**src/lsu_pkg.sv**
```systemverilog
package lsu_pkg;

	// Core byte address and data widths
	localparam int unsigned ADDR_W = 13;
	localparam int unsigned DATA_W = 32;
	// Word address seen by the data memory
	localparam int unsigned WORD_AW = ADDR_W - 2;

	// Bit 3 marks a store, bit 2 marks an unsigned load
	// Low two bits give the access size
	typedef enum logic [3:0] {
		LB  = 4'b0000,
		LH  = 4'b0001,
		LW  = 4'b0010,
		LBU = 4'b0100,
		LHU = 4'b0101,
		SB  = 4'b1000,
		SH  = 4'b1001,
		SW  = 4'b1010
	} mem_op_e;

	// Request from the core, one per strobe
	typedef struct packed {
		mem_op_e           op;
		logic [ADDR_W-1:0] addr;
		logic [DATA_W-1:0] wdata;
		logic [4:0]        rd;
	} mem_req_t;

	// Load or fault response back to the core
	typedef struct packed {
		logic [DATA_W-1:0] rdata;
		logic [4:0]        rd;
		logic              fault;
	} mem_rsp_t;

	// Stage 1 to stage 2
	typedef struct packed {
		logic [WORD_AW-1:0] word_addr;
		logic [3:0]         be;
		logic [DATA_W-1:0]  wdata;
		logic               is_load;
		mem_op_e            op;
		logic [1:0]         byte_off;
		logic [4:0]         rd;
		logic               fault;
	} align_stage_t;

	// Stage 2 to stage 3, read word travels beside it
	typedef struct packed {
		mem_op_e    op;
		logic [1:0] byte_off;
		logic [4:0] rd;
		logic       fault;
	} mem_stage_t;

endpackage

```
**src/store_align.sv**
```systemverilog
`timescale 1ns/1ps

module store_align (
	input  logic                 clk,
	input  logic                 rst_n,
	input  logic                 req_en,
	input  lsu_pkg::mem_req_t    req,
	output logic                 align_valid,
	output lsu_pkg::align_stage_t align
);
	import lsu_pkg::*;

	logic [1:0]        off;
	logic [3:0]        be_next;
	logic [DATA_W-1:0] wdata_next;
	logic              is_load_next;
	logic              misalign;
	logic              bad_op;
	logic              fault_next;

	assign off = req.addr[1:0];

	// Size decode, lane enables and store data replication
	always_comb begin
		be_next    = '0;
		wdata_next = req.wdata;
		misalign   = 1'b0;
		bad_op     = 1'b0;
		unique case (req.op)
			LB, LBU, SB: begin
				be_next    = 4'b0001 << off;
				wdata_next = {4{req.wdata[7:0]}};
			end
			LH, LHU, SH: begin
				// Halfword must sit on an even address
				misalign   = off[0];
				be_next    = off[1] ? 4'b1100 : 4'b0011;
				wdata_next = {2{req.wdata[15:0]}};
			end
			LW, SW: begin
				misalign = |off;
				be_next  = 4'b1111;
			end
			default: bad_op = 1'b1;
		endcase
		// Unknown opcodes come back as faulted loads
		is_load_next = !(req.op inside {SB, SH, SW});
		fault_next   = misalign | bad_op;
		// Faulted access must not touch any lane
		if (fault_next)
			be_next = '0;
	end

	always_ff @(posedge clk or negedge rst_n) begin
		if (!rst_n)
			align_valid <= 1'b0;
		else
			align_valid <= req_en;
	end

	// Payload only captured on a request
	always_ff @(posedge clk) begin
		if (req_en) begin
			align.word_addr <= req.addr[ADDR_W-1:2];
			align.be        <= be_next;
			align.wdata     <= wdata_next;
			align.is_load   <= is_load_next;
			align.op        <= req.op;
			align.byte_off  <= off;
			align.rd        <= req.rd;
			align.fault     <= fault_next;
		end
	end

	// Only legal lane patterns leave this stage
	a_be_shape: assert property (@(posedge clk) disable iff (!rst_n)
		align_valid |-> ($onehot0(align.be) || align.be == 4'b0011 ||
			align.be == 4'b1100 || align.be == 4'b1111));

endmodule

```
**config.mk**
```make
export PLATFORM = sky130hd
export DESIGN_NAME = store_align
export DESIGN_NICKNAME = d
export VERILOG_FILES = /design/src/lsu_pkg.sv /design/src/store_align.sv
export SDC_FILE = /design/constraint.sdc
export NUM_CORES = 1
export LEC_CHECK = 0
export BUFFER_PORTS_ARGS = -buffer_cell sky130_fd_sc_hd__buf_2
export CORE_MARGIN = 2
export CORE_UTILIZATION = 47
export CTS_BUF_LIST = sky130_fd_sc_hd__clkbuf_8
export CTS_CLUSTER_SIZE = 16
export DETAILED_ROUTE_END_ITERATION = 12
export PLACE_DENSITY = 0.86
export SYNTH_ARGS = -nofsm -noshare
export SYNTH_HDL_FRONTEND = slang
export SYNTH_SLANG_ARGS = --single-unit
```
**constraint.sdc**
```tcl
create_clock -name clk -period 0.8 [get_ports clk]
set_clock_uncertainty 0.15 [all_clocks]
set_input_delay 0.12 -clock clk [delete_from_list [all_inputs] [get_ports clk]]
set_output_delay 0.12 -clock clk [all_outputs]
set_load 0.02 [all_outputs]
```
# --- Yosys cells after proc, flatten, opt, wreduce, memory -nomap -nowiden ---
# Index checks and enable logic that the tools add are counted.
# Widths: inputs -> output; s select.
totals:
  output_inout_bits: 61
  word_cells: 31
  input_bits: 57
  reg_bits: 61
op_classes:
  mux: 5
  n_reduce_logical: 8
  n_shift: 1
  n_eq_ne: 7
  n_bitwise: 1
op_table:
  columns: ["op", "n"]
  rows:
  - ["$pmux 32 s2", 1]
  - ["$eq 4x4->1 const B", 3]
  - ["$pmux 4 s3", 1]
  - ["$eq 4x3->1 const B", 2]
  - ["$reduce_or 8->1", 1]
  - ["$reduce_or 3->1", 2]
  - ["$eq 4x1->1 const B", 1]
  - ["$eq 4x2->1 const B", 1]
  - ["$logic_not 4->1", 1]
  - ["$mux 4", 1]
  - ["$reduce_or 2->1", 2]
  - ["$shl 1x2->4 const A", 1]
  - ["$reduce_bool 3->1", 1]
  - ["$pmux 1 s2", 1]
  - ["$logic_not 1->1", 1]
  - ["$mux 1", 1]
  - ["$or 1x1->1", 1]

# --- Longest topological paths before layout ---
logic_depth:
  word_depth: 4
  ltp_mapped: 4
  depth_no_buf: 3

# --- Worst setup path after synthesis ---
# No wires, ideal clock.
synth_path:
  path_type: "in2reg"
  start: "in req[53] (netlist bit)"
  end: "reg align[21] (netlist bit) (data pin)"
  setup_ns: 0.260
  required_time_ns: 0.390
  t_arrival_ns: 0.944
  slack_ns: -0.554
  path_buffers: 1
  stages: 4
  path_cell_list: "a21oi_4 -> nor2b_4 -> buf_6 -> mux2_4"
synth_between:
  elab_chain_cells: 3
  elab_cells_between_ends: 9
  classes_between: "eq/ne: 5; mux: 1; reduce/logical: 3"
synth_rtl:
  columns: ["item", "line_no", "source"]
  rows:
  - ["start: declaration", "store_align.sv:7", "input lsu_pkg::mem_req_t req,"]
  - ["$eq 4x4->1 (tied with other cells)", "store_align.sv:29", "unique case (req.op)"]
  - ["$reduce_or 3->1", null, null]
  - ["$pmux 32 s2 *", "store_align.sv:29", null]
  - ["net wdata_next[8]", "store_align.sv:15", "logic [DATA_W-1:0] wdata_next;"]
  - ["end: declaration", "store_align.sv:9", "output lsu_pkg::align_stage_t align"]
# Mark *: on every way through the listed nets, which the timed path passes. The rest lies on a longest branch.
# A chain may end at the register's enable or synchronous reset.

# --- Worst setup path after layout ---
layout_path:
  start: "reg align[29] (netlist bit)"
  end: "out align[29] (netlist bit)"
# No word-level cell between the ends.

==> impl_metrics.tcl <==
set metrics [dict create \
    cap_violations 0 \
    regArea_um2 1830 \
    synthesis.nets 184 \
    synth_edf_count 60 \
    clkTransAtPathRegs_ns 0.07 \
    finalSetupViolCount 90 \
    synth-simple-area-share_pct 5.17 \
    die_h_um 74.7 \
    crit_slowest_cell "edfxtp_1" \
    tightest_slew_ns 0.407 \
    gp_congestion 0.735 \
    violations "negative hold slack, negative setup slack" \
    multiInputGateArea_um2 649 \
    cp_max_fo 1 \
    synthAdderAreaFrac_pct 0 \
    yosysTopAreaCell "edfxtp_1" \
    cts_tree "done" \
    irDropWorstVdd_uv 1180 \
    cts_made_buffers 9 \
    drc 0 \
    synth_seq_cells 61 \
    viasPerCell 5.01 \
    firstDrtPassIters 4 \
    rows 25 \
    synthCells 127 \
    cts-root-buf "clkbuf_8" \
    ys_warn_count 0 \
    nFillCells 242 \
    grt_pass1_vias 1653 \
    fin_crit_sh_pct 146 \
    hold_viol 49 \
    ios 118 \
    final_nets 331 \
    syn-mean-instance-area_um2 18.5 \
    synth_area_leaders "edfxtp_1 77%, mux2_4 5.1%, mux2_2 3.8%" \
    drive_gt1_share_pct 70.3 \
    synthXorXnorAreaFrac_pct 0.373 \
    dp_hpwl_um 3700 \
    hold_path_class "primary input to flip-flop" \
    fin_ws_ns -0.365 \
    synth_area_um2 2350 \
    whs_ns -0.178 \
    overflow 0 \
    postCtsHoldBufs 1 \
    period_minus_slack_ns 1.16 \
    core_um2 4790 \
    p_total_mw 7.85 \
    grt_setup_unrepaired "yes" \
    p_leak_nw 1.69 \
    synth_top_area_share_pct 76.7 \
    wl_um 6380 \
    cp-start-kind "flip-flop" \
    yosys-top-cells-count "60 x edfxtp_1, 11 x nor2_1, 9 x a21oi_1" \
    powerDensity_nw_per_um2 1990 \
    drt_iter0_drc 119 \
    yosysMostFrequentCell "edfxtp_1" \
    max-slew-margin-rel_pct 72.6 \
    port_buffers 117 \
    synth_cell_type_count 21 \
    synth.yosys.seq_area_share_pct 77.8 \
    slowest_delay_ns 0.41 \
    crit_required_ns 0.53 \
    ys_async_sr_fraction_pct 1.64 \
    antenna_violating_nets_post_route 0 \
    cts_max_level 3 \
    die_area_um2 5580 \
    critPathTopFamily "flip-flops" \
    status "finished with violations" \
    arrival_ns 0.89 \
    final-max-slew-violation-count 0 \
    die_w_um 74.7 \
    dr_total_vias 1734 \
    antenna_cells 0 \
    ys.flop_type "edfxtp_1" \
    track_usage_pct 20.1 \
    max_freq_mhz 859 \
    synth-compound-area-share_pct 3.20 \
    antenna_found_initial 0 \
    synth_top_family_by_area "multiplexers" \
    wl_per_cell_um 18.4 \
    synthMuxAreaShare_pct 12.4 \
    end_kind "output port" \
    setup.worst_path.class "flip-flop to output port" \
    critPathBufInv 1 \
    cts_sinks 61 \
    syn2layout_area_growth_pct 67.8 \
    grt_pass1_wl_um 7880 \
    cts_max_path_buffers 2 \
    grt_max_degree 39 \
    crit_path_cell_trace "buf_6" \
    initial_core_util_pct 49.1 \
]
## final timing paths
check,depth (start not counted),startpoint,to
max in group asynchronous,2,rst_n,align_valid
worst max-delay path,1,align[29],align[29]
worst min-delay path,1,req[39],align[49]
min in group asynchronous,2,rst_n,align_valid
## stage by stage
| stage | instance area, um^2 | cells | TNS, ns | setup slack, ns | util (%) |
|---|---|---|---|---|---|
| after detailed placement | 3140 | 322 | -25.29 | -0.653 | 65.5 |
| after floorplan | 2370 | 127 | -10.08 | -0.554 | - |
| after global placement | 3140 | 322 | -24.02 | -0.633 | 65.5 |
| after CTS | 3660 | 346 | -25.90 | -0.382 | 76.5 |
| final | 3940 | 346 | -25.74 | -0.365 | 82.3 |
| after global routing | 3940 | 346 | -28.18 | -0.396 | 82.3 |
## layout make-up
class / count / area share (%)
repair buffers: 140 / 31.0
multi-input cells: 62 / 16.5
well taps: 67 / 2.13
flip-flops and latches: 61 / 46.4
clock inverters: 7 / 0.857
clock buffers: 9 / 3.14
## metal layers
layer | routed length (um) | track usage, %
met1 | 2170 | 19.8
met2 | 3510 | 37.0
met3 | 605 | 7.63
met4 | 87 | 9.52
met5 | 0 | 0
## cell families after synthesis
logic type	Yosys count
xor gates and xnor gates	1
and+or+nand+nor	25
buffers and inverters	4
AOI/OAI and AO/OA	12
DFF	61
muxes	24
## layout by cell type (no fill, tap or decap)
| master | netlist | routed |
|---|---|---|
| clkinvlp_4 | 0 | 1 |
| buf_16 | 0 | 1 |
| nand2_2 | 0 | 1 |
| a21oi_2 | 0 | 7 |
| buf_4 | 0 | 9 |
| buf_2 | 3 | 63 |
| nor2_1 | 11 | 2 |
| clkinv_1 | 0 | 2 |
| buf_12 | 0 | 5 |
| mux2i_1 | 8 | 7 |
| edfxtp_1 | 60 | 60 |
| nor2_4 | 0 | 2 |
| buf_6 | 1 | 57 |
| nor2_2 | 0 | 7 |
| xor2_1 | 1 | 1 |
| dlygate4sd3_1 | 0 | 1 |
| a21oi_4 | 1 | 3 |
| clkbuf_8 | 0 | 9 |
| nand3_1 | 1 | 1 |
| a211o_1 | 1 | 1 |
| clkinv_2 | 0 | 3 |
| dfrtp_1 | 1 | 1 |
| nor3_2 | 0 | 2 |
| nand2b_4 | 0 | 2 |
| o21ai_1 | 0 | 1 |
| nor4_1 | 1 | 1 |
| mux2_4 | 8 | 16 |
| inv_1 | 0 | 1 |
| buf_8 | 0 | 4 |
| mux2i_2 | 0 | 1 |
| nand2_1 | 5 | 4 |
| nor2b_4 | 1 | 2 |
| or4_4 | 0 | 1 |
## power by group
group	switching, mW	internal (mW)	total, mW
clock network	1.12	1.07	2.20
registers	0.125	3.83	3.96
logic	0.823	0.874	1.70
## state kept, by name, indices dropped and copies added (netlist names)
name         cells
align           60
align_valid      1
## timing repair
| item | 4_1_cts | 5_1_grt |
|---|---|---|
| cloned | 1 | 0 |
| endpoints found under the setup margin | 89 | 90 |
| buffers inserted | 6 | 1 |
| endpoints found under the hold margin | 53 | 51 |
| resized for setup | 82 | 82 |
| pin swaps | 2 | 2 |
No activity file was read; power rests on OpenSTA's default activity.
