===== config.mk =====
export PLATFORM = sky130hd
export DESIGN_NAME = load_extend
export DESIGN_NICKNAME = d
export VERILOG_FILES = /design/src/lsu_pkg.sv /design/src/load_extend.sv
export SDC_FILE = /design/constraint.sdc
export NUM_CORES = 1
export LEC_CHECK = 0
export BUFFER_PORTS_ARGS = -buffer_cell sky130_fd_sc_hd__clkbuf_2
export CORE_UTILIZATION = 36
export DETAILED_ROUTE_END_ITERATION = 8
export PLACE_DENSITY_LB_ADDON = 0.08
export RECOVER_POWER = 50
export SLEW_MARGIN = 10
export SYNTH_ARGS = -nofsm -noshare
export SYNTH_HDL_FRONTEND = slang
export SYNTH_SLANG_ARGS = --single-unit

===== constraint.sdc =====
create_clock -name clk -period 0.8 [get_ports clk]
set_clock_uncertainty 0.1 [all_clocks]
set_input_delay 0.08 -clock clk [delete_from_list [all_inputs] [get_ports clk]]
set_output_delay 0.08 -clock clk [all_outputs]
set_load 0.05 [all_outputs]

===== src/lsu_pkg.sv =====
package lsu_pkg;

	// Core byte address and data widths
	localparam int unsigned ADDR_W = 13;
	localparam int unsigned DATA_W = 32;
	// Word address seen by the data memory
	localparam int unsigned WORD_AW = ADDR_W - 2;

	// Bit 3 marks a store, bit 2 marks an unsigned load
	// Low two bits give the access size
	typedef enum logic [3:0] {
		LB  = 4'b0000,
		LH  = 4'b0001,
		LW  = 4'b0010,
		LBU = 4'b0100,
		LHU = 4'b0101,
		SB  = 4'b1000,
		SH  = 4'b1001,
		SW  = 4'b1010
	} mem_op_e;

	// Request from the core, one per strobe
	typedef struct packed {
		mem_op_e           op;
		logic [ADDR_W-1:0] addr;
		logic [DATA_W-1:0] wdata;
		logic [4:0]        rd;
	} mem_req_t;

	// Load or fault response back to the core
	typedef struct packed {
		logic [DATA_W-1:0] rdata;
		logic [4:0]        rd;
		logic              fault;
	} mem_rsp_t;

	// Stage 1 to stage 2
	typedef struct packed {
		logic [WORD_AW-1:0] word_addr;
		logic [3:0]         be;
		logic [DATA_W-1:0]  wdata;
		logic               is_load;
		mem_op_e            op;
		logic [1:0]         byte_off;
		logic [4:0]         rd;
		logic               fault;
	} align_stage_t;

	// Stage 2 to stage 3, read word travels beside it
	typedef struct packed {
		mem_op_e    op;
		logic [1:0] byte_off;
		logic [4:0] rd;
		logic       fault;
	} mem_stage_t;

endpackage


===== src/load_extend.sv =====
`timescale 1ns/1ps

module load_extend (
	input  logic                      clk,
	input  logic                      rst_n,
	input  logic                      mem_valid,
	input  lsu_pkg::mem_stage_t       mem,
	input  logic [lsu_pkg::DATA_W-1:0] mem_rdata,
	output logic                      rsp_valid,
	output lsu_pkg::mem_rsp_t         rsp
);
	import lsu_pkg::*;

	logic [7:0]        lane_b;
	logic [15:0]       lane_h;
	logic [DATA_W-1:0] ext;
	logic              need_rsp;

	// Addressed byte and halfword of the read word
	always_comb begin
		unique case (mem.byte_off)
			2'd0: lane_b = mem_rdata[7:0];
			2'd1: lane_b = mem_rdata[15:8];
			2'd2: lane_b = mem_rdata[23:16];
			default: lane_b = mem_rdata[31:24];
		endcase
		lane_h = mem.byte_off[1] ? mem_rdata[31:16] : mem_rdata[15:0];
	end

	// Sign or zero extension by opcode
	always_comb begin
		unique case (mem.op)
			LB:  ext = {{24{lane_b[7]}}, lane_b};
			LBU: ext = {24'h0, lane_b};
			LH:  ext = {{16{lane_h[15]}}, lane_h};
			LHU: ext = {16'h0, lane_h};
			LW:  ext = mem_rdata;
			default: ext = '0;
		endcase
		// Faults return zero
		if (mem.fault)
			ext = '0;
	end

	// Stores answer only when they faulted
	assign need_rsp = mem.fault || !(mem.op inside {SB, SH, SW});

	always_ff @(posedge clk or negedge rst_n) begin
		if (!rst_n)
			rsp_valid <= 1'b0;
		else
			rsp_valid <= mem_valid && need_rsp;
	end

	// Last response held between pulses
	always_ff @(posedge clk) begin
		if (mem_valid) begin
			rsp.rdata <= ext;
			rsp.rd    <= mem.rd;
			rsp.fault <= mem.fault;
		end
	end

endmodule


# Word-level counts from Yosys, hierarchy flattened
# Cells that the tools add are included.
[totals] reg_bits=39
[classes] mux=3 n_eq_ne=9 n_reduce_logical=6
[op_table] operator="case mux 32 bit (5 select lines)" n=1
[op_table] operator="case mux 8 bit (3 select lines)" n=1
[op_table] operator="2-to-1 mux 16 bit" n=1
[op_table] operator="== test 4 bit (second input constant)" n=3
[op_table] operator="== test 4 x 3 -> 1 bit (second input constant)" n=2
[op_table] operator="== test 4 x 1 -> 1 bit (second input constant)" n=1
[op_table] operator="== test 4 x 2 -> 1 bit (second input constant)" n=1
[op_table] operator="logical NOT 4 bit" n=1
[op_table] operator="nonzero test 3 bit" n=1
[op_table] operator="== test 2 x 1 -> 1 bit (second input constant)" n=1
[op_table] operator="== test 2 bit (second input constant)" n=1
[op_table] operator="logical NOT 2 bit" n=1
[op_table] operator="logical AND 1 bit" n=1
[op_table] operator="logical NOT 1 bit" n=1
[op_table] operator="logical OR 1 bit" n=1

# Logic depth before layout (Yosys ltp)
# Gate-level depths: netlist (run 1).
[logic_depth] ltp_word=5 depth_mapped=8 mapped_depth_nobuf=4

# Worst setup path before layout (run 1)
# Ideal clock, no wire load.
[synth_timing] kind="input to register" startpoint="in mem[8] (netlist name)" endpoint="reg rsp[27] (netlist name), data pin" setup_time_ns=0.141 required_ns=0.559 path_buffers=4 setup_slack_ns=-0.931 arrival_time_ns=1.490 path_stages=8 cell_sequence="buf_6 or4b_1 buf_4 o22a_4 nor2b_4 buf_6 buf_12 a21oi_2"
[synth_via] elab_chain_len=2
[synth_lines] item="start, declared" line="load_extend.sv:7" rtl="input lsu_pkg::mem_stage_t mem,"
[synth_lines] item="== test 4 x 2 -> 1 bit, or another cell as far along" line="load_extend.sv:32" rtl="unique case (mem.op)"
[synth_lines] item="case mux 32 bit (5 select lines) *" line="load_extend.sv:32"
[synth_lines] item="end, declared" line="load_extend.sv:10" rtl="output lsu_pkg::mem_rsp_t rsp"
# Mark *: on every way between the ends. The rest lies on a longest branch, timed or not.
# A chain may end at the register's enable or synchronous reset.

# Final worst setup path (run 1)
[layout_timing] startpoint="in mem[11] (netlist name)" endpoint="reg rsp[13] (netlist name), data pin"
# Same word-level chain as after synthesis.

==> results by group, run 1 <==
Outcome
  • Status: finished, violations left
  • Failing checks: hold timing, setup timing

Timing
  • Fin worst setup slack: -0.580 ns
  • Setup_tns: -25.94 ns
  • Slew Viols, Final: 0
  • Crit share post-route: 1.73
  • # setup viols final: 71
  • RSZ-0062 raised after global routing: yes
  • Fmax: 725 MHz
  • Tightest Pin Transition: 0.617 ns
  • WHS: -0.00266 ns
  • Fin. Hold Viols: 2
  • Minimum clock period: 1.38 ns
  • Slew HR: 0.588

Clocking
  • CTS Buf Count: 5
  • Clock root buffer master: clkbuf_8
  • CTS max path bufs: 2
  • Clock Pin Slew Worst Setup and Hold Paths: 0.07 ns
  • Max H-tree Level: 2
  • CTS tree: yes
  • CTS sink cnt: 39

Power and ir drop
  • Sequential power share: 0.413
  • Switch share: 0.271
  • Power per Cell Area: 1670 nW/um^2
  • Peak supply drop: 0.000883 V
  • Clock power share: 0.326
  • Gate power share: 0.261
  • Leakage: 1.48 nW
  • Internal power: 0.00432 W
  • Switch Pwr: 0.00160 W

Setup path
  • Worst path arrival time: 1.44 ns
  • Buffers plus inverters on the worst setup path: 3
  • Worst-path fanout max: 4
  • Worst setup EP type: flop
  • Crit path largest cell delay: 0.54 ns
  • Crit path kind: primary input to flop
  • Worst Path Required: 0.86 ns
  • Slowest-stage cell, CP: or4_4
  • Crit path cell chain: buf_8 > or4_4 > o22a_4 > buf_4 > buf_6 > nor2_2 > a221o_1
  • Delay-heaviest family, CP: simple AND/OR/NAND/NOR gates
  • Critical Path Source Type: primary input

Finish
  • Syn-to-layout area delta: 73.8%
  • Fill cells: 425
  • Share of layout cells above drive strength 1: 0.603
  • Ant diodes: 0
  • Commonest non-fill, non-tap cell in the layout: buf_4
  • Fin nets: 343
  • Most frequent cells in the layout: buf_4, clkbuf_2, edfxtp_1
  • Fin cells: 369

Drt
  • DRC viols: 0
  • Routed wire length: 5790 um
  • WL/cell: 15.7 um
  • Vias per inst: 5.06
  • Final antenna-violating net count: 0
  • DR pass1 iterations: 4
  • Total number of vias: 1,868
  • DR iter-0 viols: 89

Global route
  • Initial antenna violation count: 0
  • Pin count of the biggest net entering global routing: 28
  • Total global-route track usage: 0.198
  • First-pass GRT wire length: 9070 um
  • Vias in the first global route: 1,922
  • Grt ovf: 0

Floorplan
  • # IOs: 86
  • Die area: 5980 um^2
  • Core region area: 5470 um^2
  • Initial core utilization: 0.373
  • Die span in x: 77.3 um
  • Cell Rows: 27
  • Die Y: 77.3 um

Synthesis
  • EDFF count, synth: 38
  • Cell variety after synth: 33
  • Syn Area/Cell: 13.2 um^2
  • Synthesized cell area: 2040 um^2
  • Main flop type after synthesis: edfxtp_1
  • Synth async-reset ratio: 0.0256
  • Synth warnings: 0
  • #FFs+latches synth: 39
  • Post-synth net total: 202
  • Synth Instances: 155
  • Sequential share of the synthesized area: 0.571

Place
  • GPL Wtd Cong: 0.821
  • Post-Place Cells: 346
  • DP HPWL: 4050 um
  • Port Buf Inserts: 85

Min path
  • Hold WC Path Type: primary input to asynchronous set/reset pin

Run
  • Max-cap check violation count: 0
power by group through the flow:
stage	Combinational [W]	Clock (W)	Sequential (W)
2_1_floorplan	0.000263	0	0.00293
3_3_place_gp	0.00122	0	0.00246
3_5_place_dp	0.00122	0	0.00246
4_1_cts	0.00153	0.00197	0.00244
5_1_grt	0.00162	0.00202	0.00245
6_report	0.00155	0.00193	0.00244
cell usage after synthesis (all sizes together), types with 2 or more instances:
cell     n  area share
clkbuf   4       0.012
nor3     2      0.0049
nor2    14       0.026
nand2   18       0.034
inv      2      0.0037
o22a     7       0.038
a221o   14       0.069
buf      6       0.036
a21oi   19       0.069
edfxtp  38        0.56
mux2i   16       0.078
per-layer routing:
layer	GRT usage	vias to the layer above	wire length, um
met5	0	-	0
met4	0.0868	0	114
met3	0.0412	11	339
met2	0.338	67	2960
met1	0.239	902	2380
li1	-	888	-
flip-flops by register name, indices dropped and copies added (netlist names):
register,cells
rsp_valid,1
rsp,38
cell families after synthesis:
logic type / after synthesis / share of synthesized area
multiplexers: 17 / 0.0839
flip-flops: 39 / 0.571
buffers and inverters: 13 / 0.0557
AO/OA/AOI/OAI: 44 / 0.188
AND/OR/NAND/NOR: 42 / 0.102
how the worst max path moves through the flow:
stage / startpoint / endpoint / slack (ns) / cells past startpoint
floorplan: mem[8] / rsp[27] / -0.93 / 8
global placement: mem[7] / rsp[36] / -0.96 / 5
detailed placement: mem[7] / rsp[24] / -0.98 / 5
CTS: mem[7] / rsp[36] / -0.56 / 6
global route: mem[9] / rsp[30] / -0.60 / 6
finish: mem[11] / rsp[13] / -0.58 / 7
area by class of cell:
class	count	area, um^2	area share
flip-flops and latches	39	1170	0.328
clock inverters	2	60.1	0.0169
well taps	72	90.1	0.0254
multi-input cells	103	827	0.233
clock buffers	6	72.6	0.0204
inverters	2	7.51	0.00211
repair buffers	145	1330	0.374
per-stage QoR:
step	setup slack, ns	cell area, um^2	power [W]	hold slack (ns)	utilization
after detailed placement	-0.981	2820	0.00369	-0.245	0.515
after global routing	-0.599	3550	0.00609	0.000514	0.649
after global placement	-0.959	2820	0.00368	-0.244	0.515
after CTS	-0.557	3510	0.00593	-0.0112	0.641
after floorplan	-0.929	2070	0.00320	-0.316	-
final	-0.580	3550	0.00592	-0.00266	0.649
what timing repair did:
| item | CTS | global route |
|---|---|---|
| endpoints found under the setup margin | 71 | 71 |
| cloned | 1 | 0 |
| gates resized for setup | 95 | 17 |
| endpoints found under the hold margin | 7 | 0 |
| pin swaps | 4 | 4 |
| buffers inserted | 6 | 2 |
| hold buffers | 6 | 0 |
No activity file was read; power rests on OpenSTA's default activity.
==> inputs of run 2 (changes only) <==
--- a/config.mk
+++ b/config.mk
@@ -6,7 +6,7 @@
 export NUM_CORES = 1
 export LEC_CHECK = 0
 export BUFFER_PORTS_ARGS = -buffer_cell sky130_fd_sc_hd__clkbuf_2
-export CORE_UTILIZATION = 36
+export CORE_UTILIZATION = 50
 export DETAILED_ROUTE_END_ITERATION = 8
 export PLACE_DENSITY_LB_ADDON = 0.08
 export RECOVER_POWER = 50
==> run 2 against run 1 <==
  * Wire length increased by 42%
  * Clock power down 13%
  * Critical endpoint is now rsp[10]
  * Count of clock-buffer cells in the layout decreased by 1
  * Cell count fell by 7.6%
  * Critical path depth shrank 1
  * Worst hold slack improved by 0.021 ns
  * Sequential share of layout area increased by 0.59 points
  * The run ends with setup timing left
  * Die area decreased by 27%
  * Power is 2.9% lower
  * Global-route usage grew 15 points
  * First-iteration DRC count grew to 3.3 times the previous value
==> results by group, run 2 (synthesis gave the netlist of run 1 again) <==
Floorplan
  • Cell Rows: 22 (-19%)
  • # IOs: 86 (unchanged)
  • Initial core utilization: 0.538 (+0.165)
  • Die span in x: 65.9 um (-15%)
  • Die Y: 65.9 um (-15%)
  • Die area: 4350 um^2 (-27%)
  • Core region area: 3800 um^2 (-31%)

Finish
  • Syn-to-layout area delta: 70.7%
  • Ant diodes: 0 (unchanged)
  • Final core utilization: 0.918 (+0.269)
  • Share of layout cells above drive strength 1: 0.594 (-0.00884)
  • Max reg flops: 38 (unchanged)
  • Most frequent cells in the layout: clkbuf_8, clkbuf_2, buf_4
  • Fin nets: 339 (-1.2%)
  • Fill cells: 128 (-70%)
  • Biggest register: rsp
  • Largest registers: rsp x38, rsp_valid x1
  • Cell area after layout: 3490 um^2 (-1.8%)

Timing
  • Tightest Pin Transition: 0.417 ns (-0.200 ns)
  • Slew Viols, Final: 0 (unchanged)
  • Setup_tns: -27.94 ns (-2.00 ns)
  • Minimum clock period: 1.50 ns (+0.123 ns)
  • Fmax: 665 MHz (-8.2%)
  • Fin. Hold Viols: 0 (-2)
  • Slew HR: 0.722 (+0.134)
  • Fin worst setup slack: -0.704 ns (-0.123 ns)
  • Crit share post-route: 1.88 (+0.154)
  • RSZ-0062 raised after global routing: yes
  • # setup viols final: 71 (unchanged)

Setup path
  • Worst setup EP type: flop
  • Critical Path Source Type: primary input
  • Worst path arrival time: 1.54 ns (+0.10 ns)
  • Worst-path fanout max: 7 (+3)
  • Worst setup path endpoint: rsp[10]
  • Worst Path Required: 0.84 ns (-0.02 ns)
  • Crit path kind: primary input to flop
  • Critical Path Start: mem[11]

Clocking
  • CTS Buf Count: 5 (unchanged)
  • CTS tree: yes
  • CTS sink cnt: 39 (unchanged)
  • Max H-tree Level: 2 (unchanged)
  • Clock root buffer master: clkbuf_8
  • Clock Pin Slew Worst Setup and Hold Paths: 0.08 ns (about the same)
  • CTS Hold Bufs: 6 (unchanged)
  • CTS max path bufs: 2 (unchanged)

Drt
  • Routed wire length: 8220 um (+42%)
  • WL/cell: 24.1 um (+54%)
  • DR pass1 iterations: 5 (+1)
  • Vias per inst: 6.28 (+24%)
  • Total number of vias: 2,141 (+15%)
  • DRC viols: 0 (unchanged)
  • Final antenna-violating net count: 0 (unchanged)
  • DR iter-0 viols: 293 (+230%)

Global route
  • Total global-route track usage: 0.349 (+0.151)
  • Initial antenna violation count: 0 (unchanged)
  • First-pass GRT wire length: 10,700 um (+17%)
  • Grt ovf: 0 (unchanged)
  • Pin count of the biggest net entering global routing: 19 (-32%)
  • Vias in the first global route: 2,109 (+9.7%)

Power and ir drop
  • Leakage: 1.45 nW (-1.9%)
  • Peak supply drop: 0.00158 V (+79%)
  • Tot Pwr: 0.00574 W (-2.9%)
  • Power per Cell Area: 1650 nW/um^2 (-1.2%)

Outcome
  • Failing checks: setup timing
  • Status: finished, violations left

Place
  • Port Buf Inserts: 85 (unchanged)
  • Area after DPL: 2760 um^2 (-2.1%)
  • DP HPWL: 3960 um (-2.3%)
  • Pre-CTS WS: -1.05 ns (-0.0646 ns)
  • GPL Wtd Cong: 0.847 (+3.1%)

Min path
  • Hold WC Path Type: primary input to flop

Run
  • Max-cap check violation count: 0 (unchanged)
-- run 2: worst min path at each step --
stage                              from        end  cells past startpoint
after global placement            rst_n  rsp_valid                      1
after floorplan                   rst_n  rsp_valid                      0
final                     mem_rdata[10]    rsp[16]                      2
after CTS                         rst_n  rsp_valid                      2
after detailed placement          rst_n  rsp_valid                      1
after global routing              rst_n  rsp_valid                      2
-- run 2: timing repair --
item | 4_1_cts | 5_1_grt
endpoints found under the setup margin | 71 | 71
gates resized for setup | 91 | 24
pin swaps | 3 | 5
hold endpoints to repair | 6 | 1
cloned | 0 | 1
buffers inserted | 6 | 3
-- run 2: critical path, cell delays in order --
cell	delay, ns
buf_8	0.10
or4_4	0.54
buf_4	0.19
o22a_2	0.26
nor2_2	0.14
a221o_1	0.23
-- run 2: final cells by class --
type                            instances  area (um^2)  share of cell area
Timing Repair Buffer                  141         1300               0.372
Sequential cell                        39         1170               0.334
Multi-Input combinational cell        103          851               0.244
Clock buffer                            5         68.8              0.0197
Tap cell                               48         60.1              0.0172
Clock inverter                          3         38.8              0.0111
Inverter                                2         7.51             0.00215
-- run 2: where the power goes --
part / leakage [nW] / internal [W] / total (W) / switching (W)
Clock: 0.0556 / 0.000914 / 0.00167 / 0.000756
Sequential: 0.375 / 0.00238 / 0.00245 / 0.0000693
Combinational: 1.02 / 0.000683 / 0.00162 / 0.000941
-- run 2: per-stage QoR --
| stage | hold slack, ns | instances |
|---|---|---|
| after floorplan | -0.316 | 155 |
| after global placement | -0.246 | 318 |
| after detailed placement | -0.244 | 318 |
| after CTS | -0.0192 | 338 |
| after global routing | 0.0162 | 341 |
| final | 0.0186 | 341 |
-- run 2: layer usage --
metal	wire length, um	part of all wire	vias to the layer above	GRT usage
li1	-	-	884	-
met1	2780	0.34	994	0.374
met2	4140	0.50	209	0.611
met3	828	0.10	54	0.0879
met4	476	0.058	0	0.209
met5	0	0	-	0
==> inputs of run 3 (changes only) <==
--- a/config.mk
+++ b/config.mk
@@ -5,6 +5,7 @@
 export SDC_FILE = /design/constraint.sdc
 export NUM_CORES = 1
 export LEC_CHECK = 0
+export ABC_AREA = 1
 export BUFFER_PORTS_ARGS = -buffer_cell sky130_fd_sc_hd__clkbuf_2
 export CORE_UTILIZATION = 50
 export DETAILED_ROUTE_END_ITERATION = 8
==> run 3 against run 2 <==
  * The run now fails in 5_1_grt
  * Synthesized cell count up 110%
  * Synthesized area grew 22%
==> results by group, run 3 <==
Outcome
  • Status: aborted with a tool error
  • Exit stage: 5_1_grt
  • First Err: [ERROR DPL-0038] Utilization greater than 100%, impossible to legalize

Synthesis
  • Syn Area/Cell: 7.68 um^2 (-42%)
  • Main flop type after synthesis: edfxtp_1
  • Top post-synthesis cells by area: edfxtp_1, nor2_1, nand2_1
  • Top-count cell post-synth: nor2_1
  • Cell variety after synth: 22 (-33%)
  • Synthesized cell area: 2490 um^2 (+22%)
  • Sequential share of the synthesized area: 0.467 (-0.103)
  • EDFF count, synth: 38 (unchanged)
  • Synth Instances: 325 (+110%)
  • Post-synth top area cell: edfxtp_1
  • Post-synth net total: 372 (+84%)
  • Commonest cells in the netlist: nor2_1, nand2_1, edfxtp_1
  • Synth top area share: 0.457 (-0.101)
  • #FFs+latches synth: 39 (unchanged)
  • Synth async-reset ratio: 0.0256 (unchanged)
  • Synth warnings: 0 (unchanged)

Place
  • Port Buf Inserts: 85 (unchanged)
  • GPL Wtd Cong: 0.915 (+8.0%)
  • Post-Place Cells: 488 (+53%)
  • DP HPWL: 4610 um (+16%)

Clocking
  • CTS max path bufs: 2 (unchanged)
  • Clock root buffer master: clkbuf_8
  • CTS Buf Count: 5 (unchanged)
  • Max H-tree Level: 2 (unchanged)
  • CTS sink cnt: 39 (unchanged)

Timing
  • Critical endpoint after global-route timing repair: rsp[19]
  • Worst-path end type: top-level output

Floorplan
  • # IOs: 86 (unchanged)
  • Initial core utilization: 0.525 (-0.0131)
  • Die span in x: 72.6 um (+10%)
  • Die Y: 72.6 um (+10%)
  • Cell Rows: 25 (+14%)

Global route
  • Pin count of the biggest net entering global routing: 34
==> run 3: logic make-up after synthesis <==
logic type | share of synthesized area
compound gates | 0.109
buf+inv | 0.108
flops | 0.467
simple gates | 0.315
==> run 3: what timing repair did <==
| item | 4_1_cts |
|---|---|
| cloned | 9 |
| hold buffers | 6 |
| pin swaps | 41 |
| buffers inserted | 20 |
| gates resized for setup | 181 |
| endpoints found under the setup margin | 71 |
| hold endpoints to repair | 7 |
==> run 3: per-stage QoR <==
step                      setup TNS, ns  area [um^2]  setup slack [ns]
after global placement           -16.25         3240            -0.507
after CTS                        -15.50         4510            -0.335
after floorplan                   -9.04         2600            -0.312
after detailed placement         -17.30         3240            -0.555
==> inputs of run 4 (changes only) <==
--- a/config.mk
+++ b/config.mk
@@ -7,9 +7,9 @@
 export LEC_CHECK = 0
 export ABC_AREA = 1
 export BUFFER_PORTS_ARGS = -buffer_cell sky130_fd_sc_hd__clkbuf_2
-export CORE_UTILIZATION = 50
+export CORE_UTILIZATION = 35
 export DETAILED_ROUTE_END_ITERATION = 8
-export PLACE_DENSITY_LB_ADDON = 0.08
+export PLACE_DENSITY_LB_ADDON = 0.15
 export RECOVER_POWER = 50
 export SLEW_MARGIN = 10
 export SYNTH_ARGS = -nofsm -noshare
==> run 4 against run 3 <==
  * The flow now finishes, with violations (hold timing, setup timing)
  * Synthesized cell count stayed put
  * Synthesized area stayed put
==> results by group, run 4 <==
Synthesis
  • Synth warnings: 0 (unchanged)
  • Cell variety after synth: 22 (unchanged)
  • Post-synth top area cell: edfxtp_1
  • Main flop type after synthesis: edfxtp_1
  • Synthesized cell area: 2490 um^2 (unchanged)
  • Commonest cells in the netlist: nor2_1, nand2_1, edfxtp_1
  • Synth async-reset ratio: 0.0256 (unchanged)
  • Synth Instances: 325 (unchanged)
  • Sequential share of the synthesized area: 0.467 (unchanged)
  • Post-synth net total: 372 (unchanged)
  • EDFF count, synth: 38 (unchanged)
  • Top post-synthesis cells by area: edfxtp_1, nor2_1, nand2_1
  • #FFs+latches synth: 39 (unchanged)
  • Top-count cell post-synth: nor2_1
  • Syn Area/Cell: 7.68 um^2 (unchanged)
  • Synth top area share: 0.457 (unchanged)

Setup path
  • Worst path arrival time: 0.95 ns
  • Critical Path Source Type: flop
  • Slowest-stage cell, CP: edfxtp_1
  • Delay-heaviest family, CP: flip-flops
  • Buffers plus inverters on the worst setup path: 1
  • Crit path cell chain: buf_8
  • Crit path kind: flop to primary output
  • Worst setup EP type: primary output
  • Worst-path fanout max: 1
  • Worst Path Required: 0.62 ns
  • Crit path largest cell delay: 0.46 ns

Finish
  • Max reg flops: 38
  • Final core utilization: 0.640
  • Fin nets: 500
  • Syn-to-layout area delta: 75.2%
  • Biggest register: rsp
  • Commonest non-fill, non-tap cell in the layout: nand2_1
  • Most frequent cells in the layout: nand2_1, nor2_1, clkbuf_2
  • Ant diodes: 0
  • Largest registers: rsp x38, rsp_valid x1
  • Cell area after layout: 4370 um^2
  • Share of layout cells above drive strength 1: 0.496

Power and ir drop
  • Gate power share: 0.341
  • Tot Pwr: 0.00574 W
  • Internal power: 0.00382 W
  • Clock power share: 0.230
  • Switch share: 0.335
  • Switch Pwr: 0.00192 W
  • Peak supply drop: 0.000607 V
  • Leakage: 1.97 nW
  • Sequential power share: 0.430
  • Power per Cell Area: 1310 nW/um^2

Clocking
  • Max H-tree Level: 2 (unchanged)
  • CTS tree: yes
  • CTS sink cnt: 39 (unchanged)
  • CTS Buf Count: 5 (unchanged)
  • Clock root buffer master: clkbuf_8
  • CTS Hold Bufs: 6 (unchanged)
  • Clock Pin Slew Worst Setup and Hold Paths: 0.09 ns
  • CTS max path bufs: 2 (unchanged)

Global route
  • First-pass GRT wire length: 12,100 um
  • Pin count of the biggest net entering global routing: 31
  • Total global-route track usage: 0.213
  • Initial antenna violation count: 0
  • Grt ovf: 0
  • Vias in the first global route: 2,591

Timing
  • WHS: -0.00954 ns
  • Fin. Hold Viols: 1
  • Fmax: 886 MHz
  • RSZ-0062 raised after global routing: yes
  • Slew HR: 0.733
  • Slew Viols, Final: 0
  • Minimum clock period: 1.13 ns
  • Fin worst setup slack: -0.328 ns
  • Tightest Pin Transition: 0.401 ns
  • # setup viols final: 71
  • Crit share post-route: 1.41

Floorplan
  • Cell Rows: 30 (+20%)
  • Die area: 7470 um^2
  • # IOs: 86 (unchanged)
  • Initial core utilization: 0.365 (-0.160)
  • Die span in x: 86.4 um (+19%)
  • Die Y: 86.4 um (+19%)
  • Core region area: 6830 um^2

Place
  • GPL Wtd Cong: 0.906 (-0.95%)
  • Pre-CTS WS: -0.528 ns (+0.0269 ns)
  • DP HPWL: 4970 um (+7.8%)
  • Port Buf Inserts: 85 (unchanged)
  • Area after DPL: 3290 um^2 (+1.4%)

Drt
  • Final antenna-violating net count: 0
  • Total number of vias: 2,588
  • DR iter-0 viols: 161
  • WL/cell: 13.8 um
  • DRC viols: 0
  • Vias per inst: 4.71
  • Routed wire length: 7580 um
  • DR pass1 iterations: 4

Run
  • Max-cap check violation count: 0

Min path
  • Hold WC Path Type: primary input to asynchronous set/reset pin

Outcome
  • Status: finished, violations left
  • Failing checks: hold timing, setup timing
==> run 4: cell counts after synthesis <==
No cell type changed its count.
==> run 4: final cells by class <==
type | count | area, um^2
inverter | 38 | 168
fill | 552 | 2460
tap | 96 | 120
clock buffer | 7 | 76.3
timing repair buffer | 139 | 1470
sequential | 39 | 1170
multi-input combinational | 230 | 1360
clock inverter | 1 | 5.00
==> run 4: worst paths after layout <==
check / start / endpoint / slack [ns] / cells past startpoint
min in group clk: mem[9] / rsp_valid / 0 / 3
hold / removal: rst_n / rsp_valid / -0.01 / 2
setup / recovery: rsp[19] / rsp[19] / -0.33 / 1
max in group asynchronous: rst_n / rsp_valid / 0.52 / 2
==> run 4: what timing repair did <==
item,in CTS,in global routing
endpoints found under the setup margin,71,71
cloned,4,0
pin swaps,32,33
resized for setup,143,55
endpoints found under the hold margin,7,2
setup buffers,17,1
==> run 4: cells by family (layout without fill, tap and decap cells) <==
family,after synthesis,in the layout,share of synthesized area
simple gates,191,191,0.315
flops,39,39,0.467
buf+inv,56,185,0.108
compound gates,39,39,0.109
==> run 4: stage by stage <==
step	setup TNS, ns	std cells
CTS	-14.80	553
detailed placement	-17.03	518
finish	-14.40	550
global placement	-16.38	518
floorplan	-9.04	325
global route	-17.05	550
==> run 4: power groups by stage <==
| stage | clock network, W | registers [W] | logic (W) |
|---|---|---|---|
| finish | 0.00132 | 0.00247 | 0.00196 |
| global route | 0.00144 | 0.00248 | 0.00207 |
| CTS | 0.00134 | 0.00246 | 0.00190 |
| floorplan | 0 | 0.00300 | 0.000472 |
| detailed placement | 0 | 0.00248 | 0.00148 |
| global placement | 0 | 0.00248 | 0.00147 |
==> run 4: routing by layer <==
layer | vias up | routed length, um | global-route usage
li1 | 1276 | - | -
met1 | 1182 | 3210 | 0.266
met2 | 116 | 3830 | 0.371
met3 | 14 | 418 | 0.0352
met4 | 0 | 123 | 0.0727
met5 | - | 0 | 0
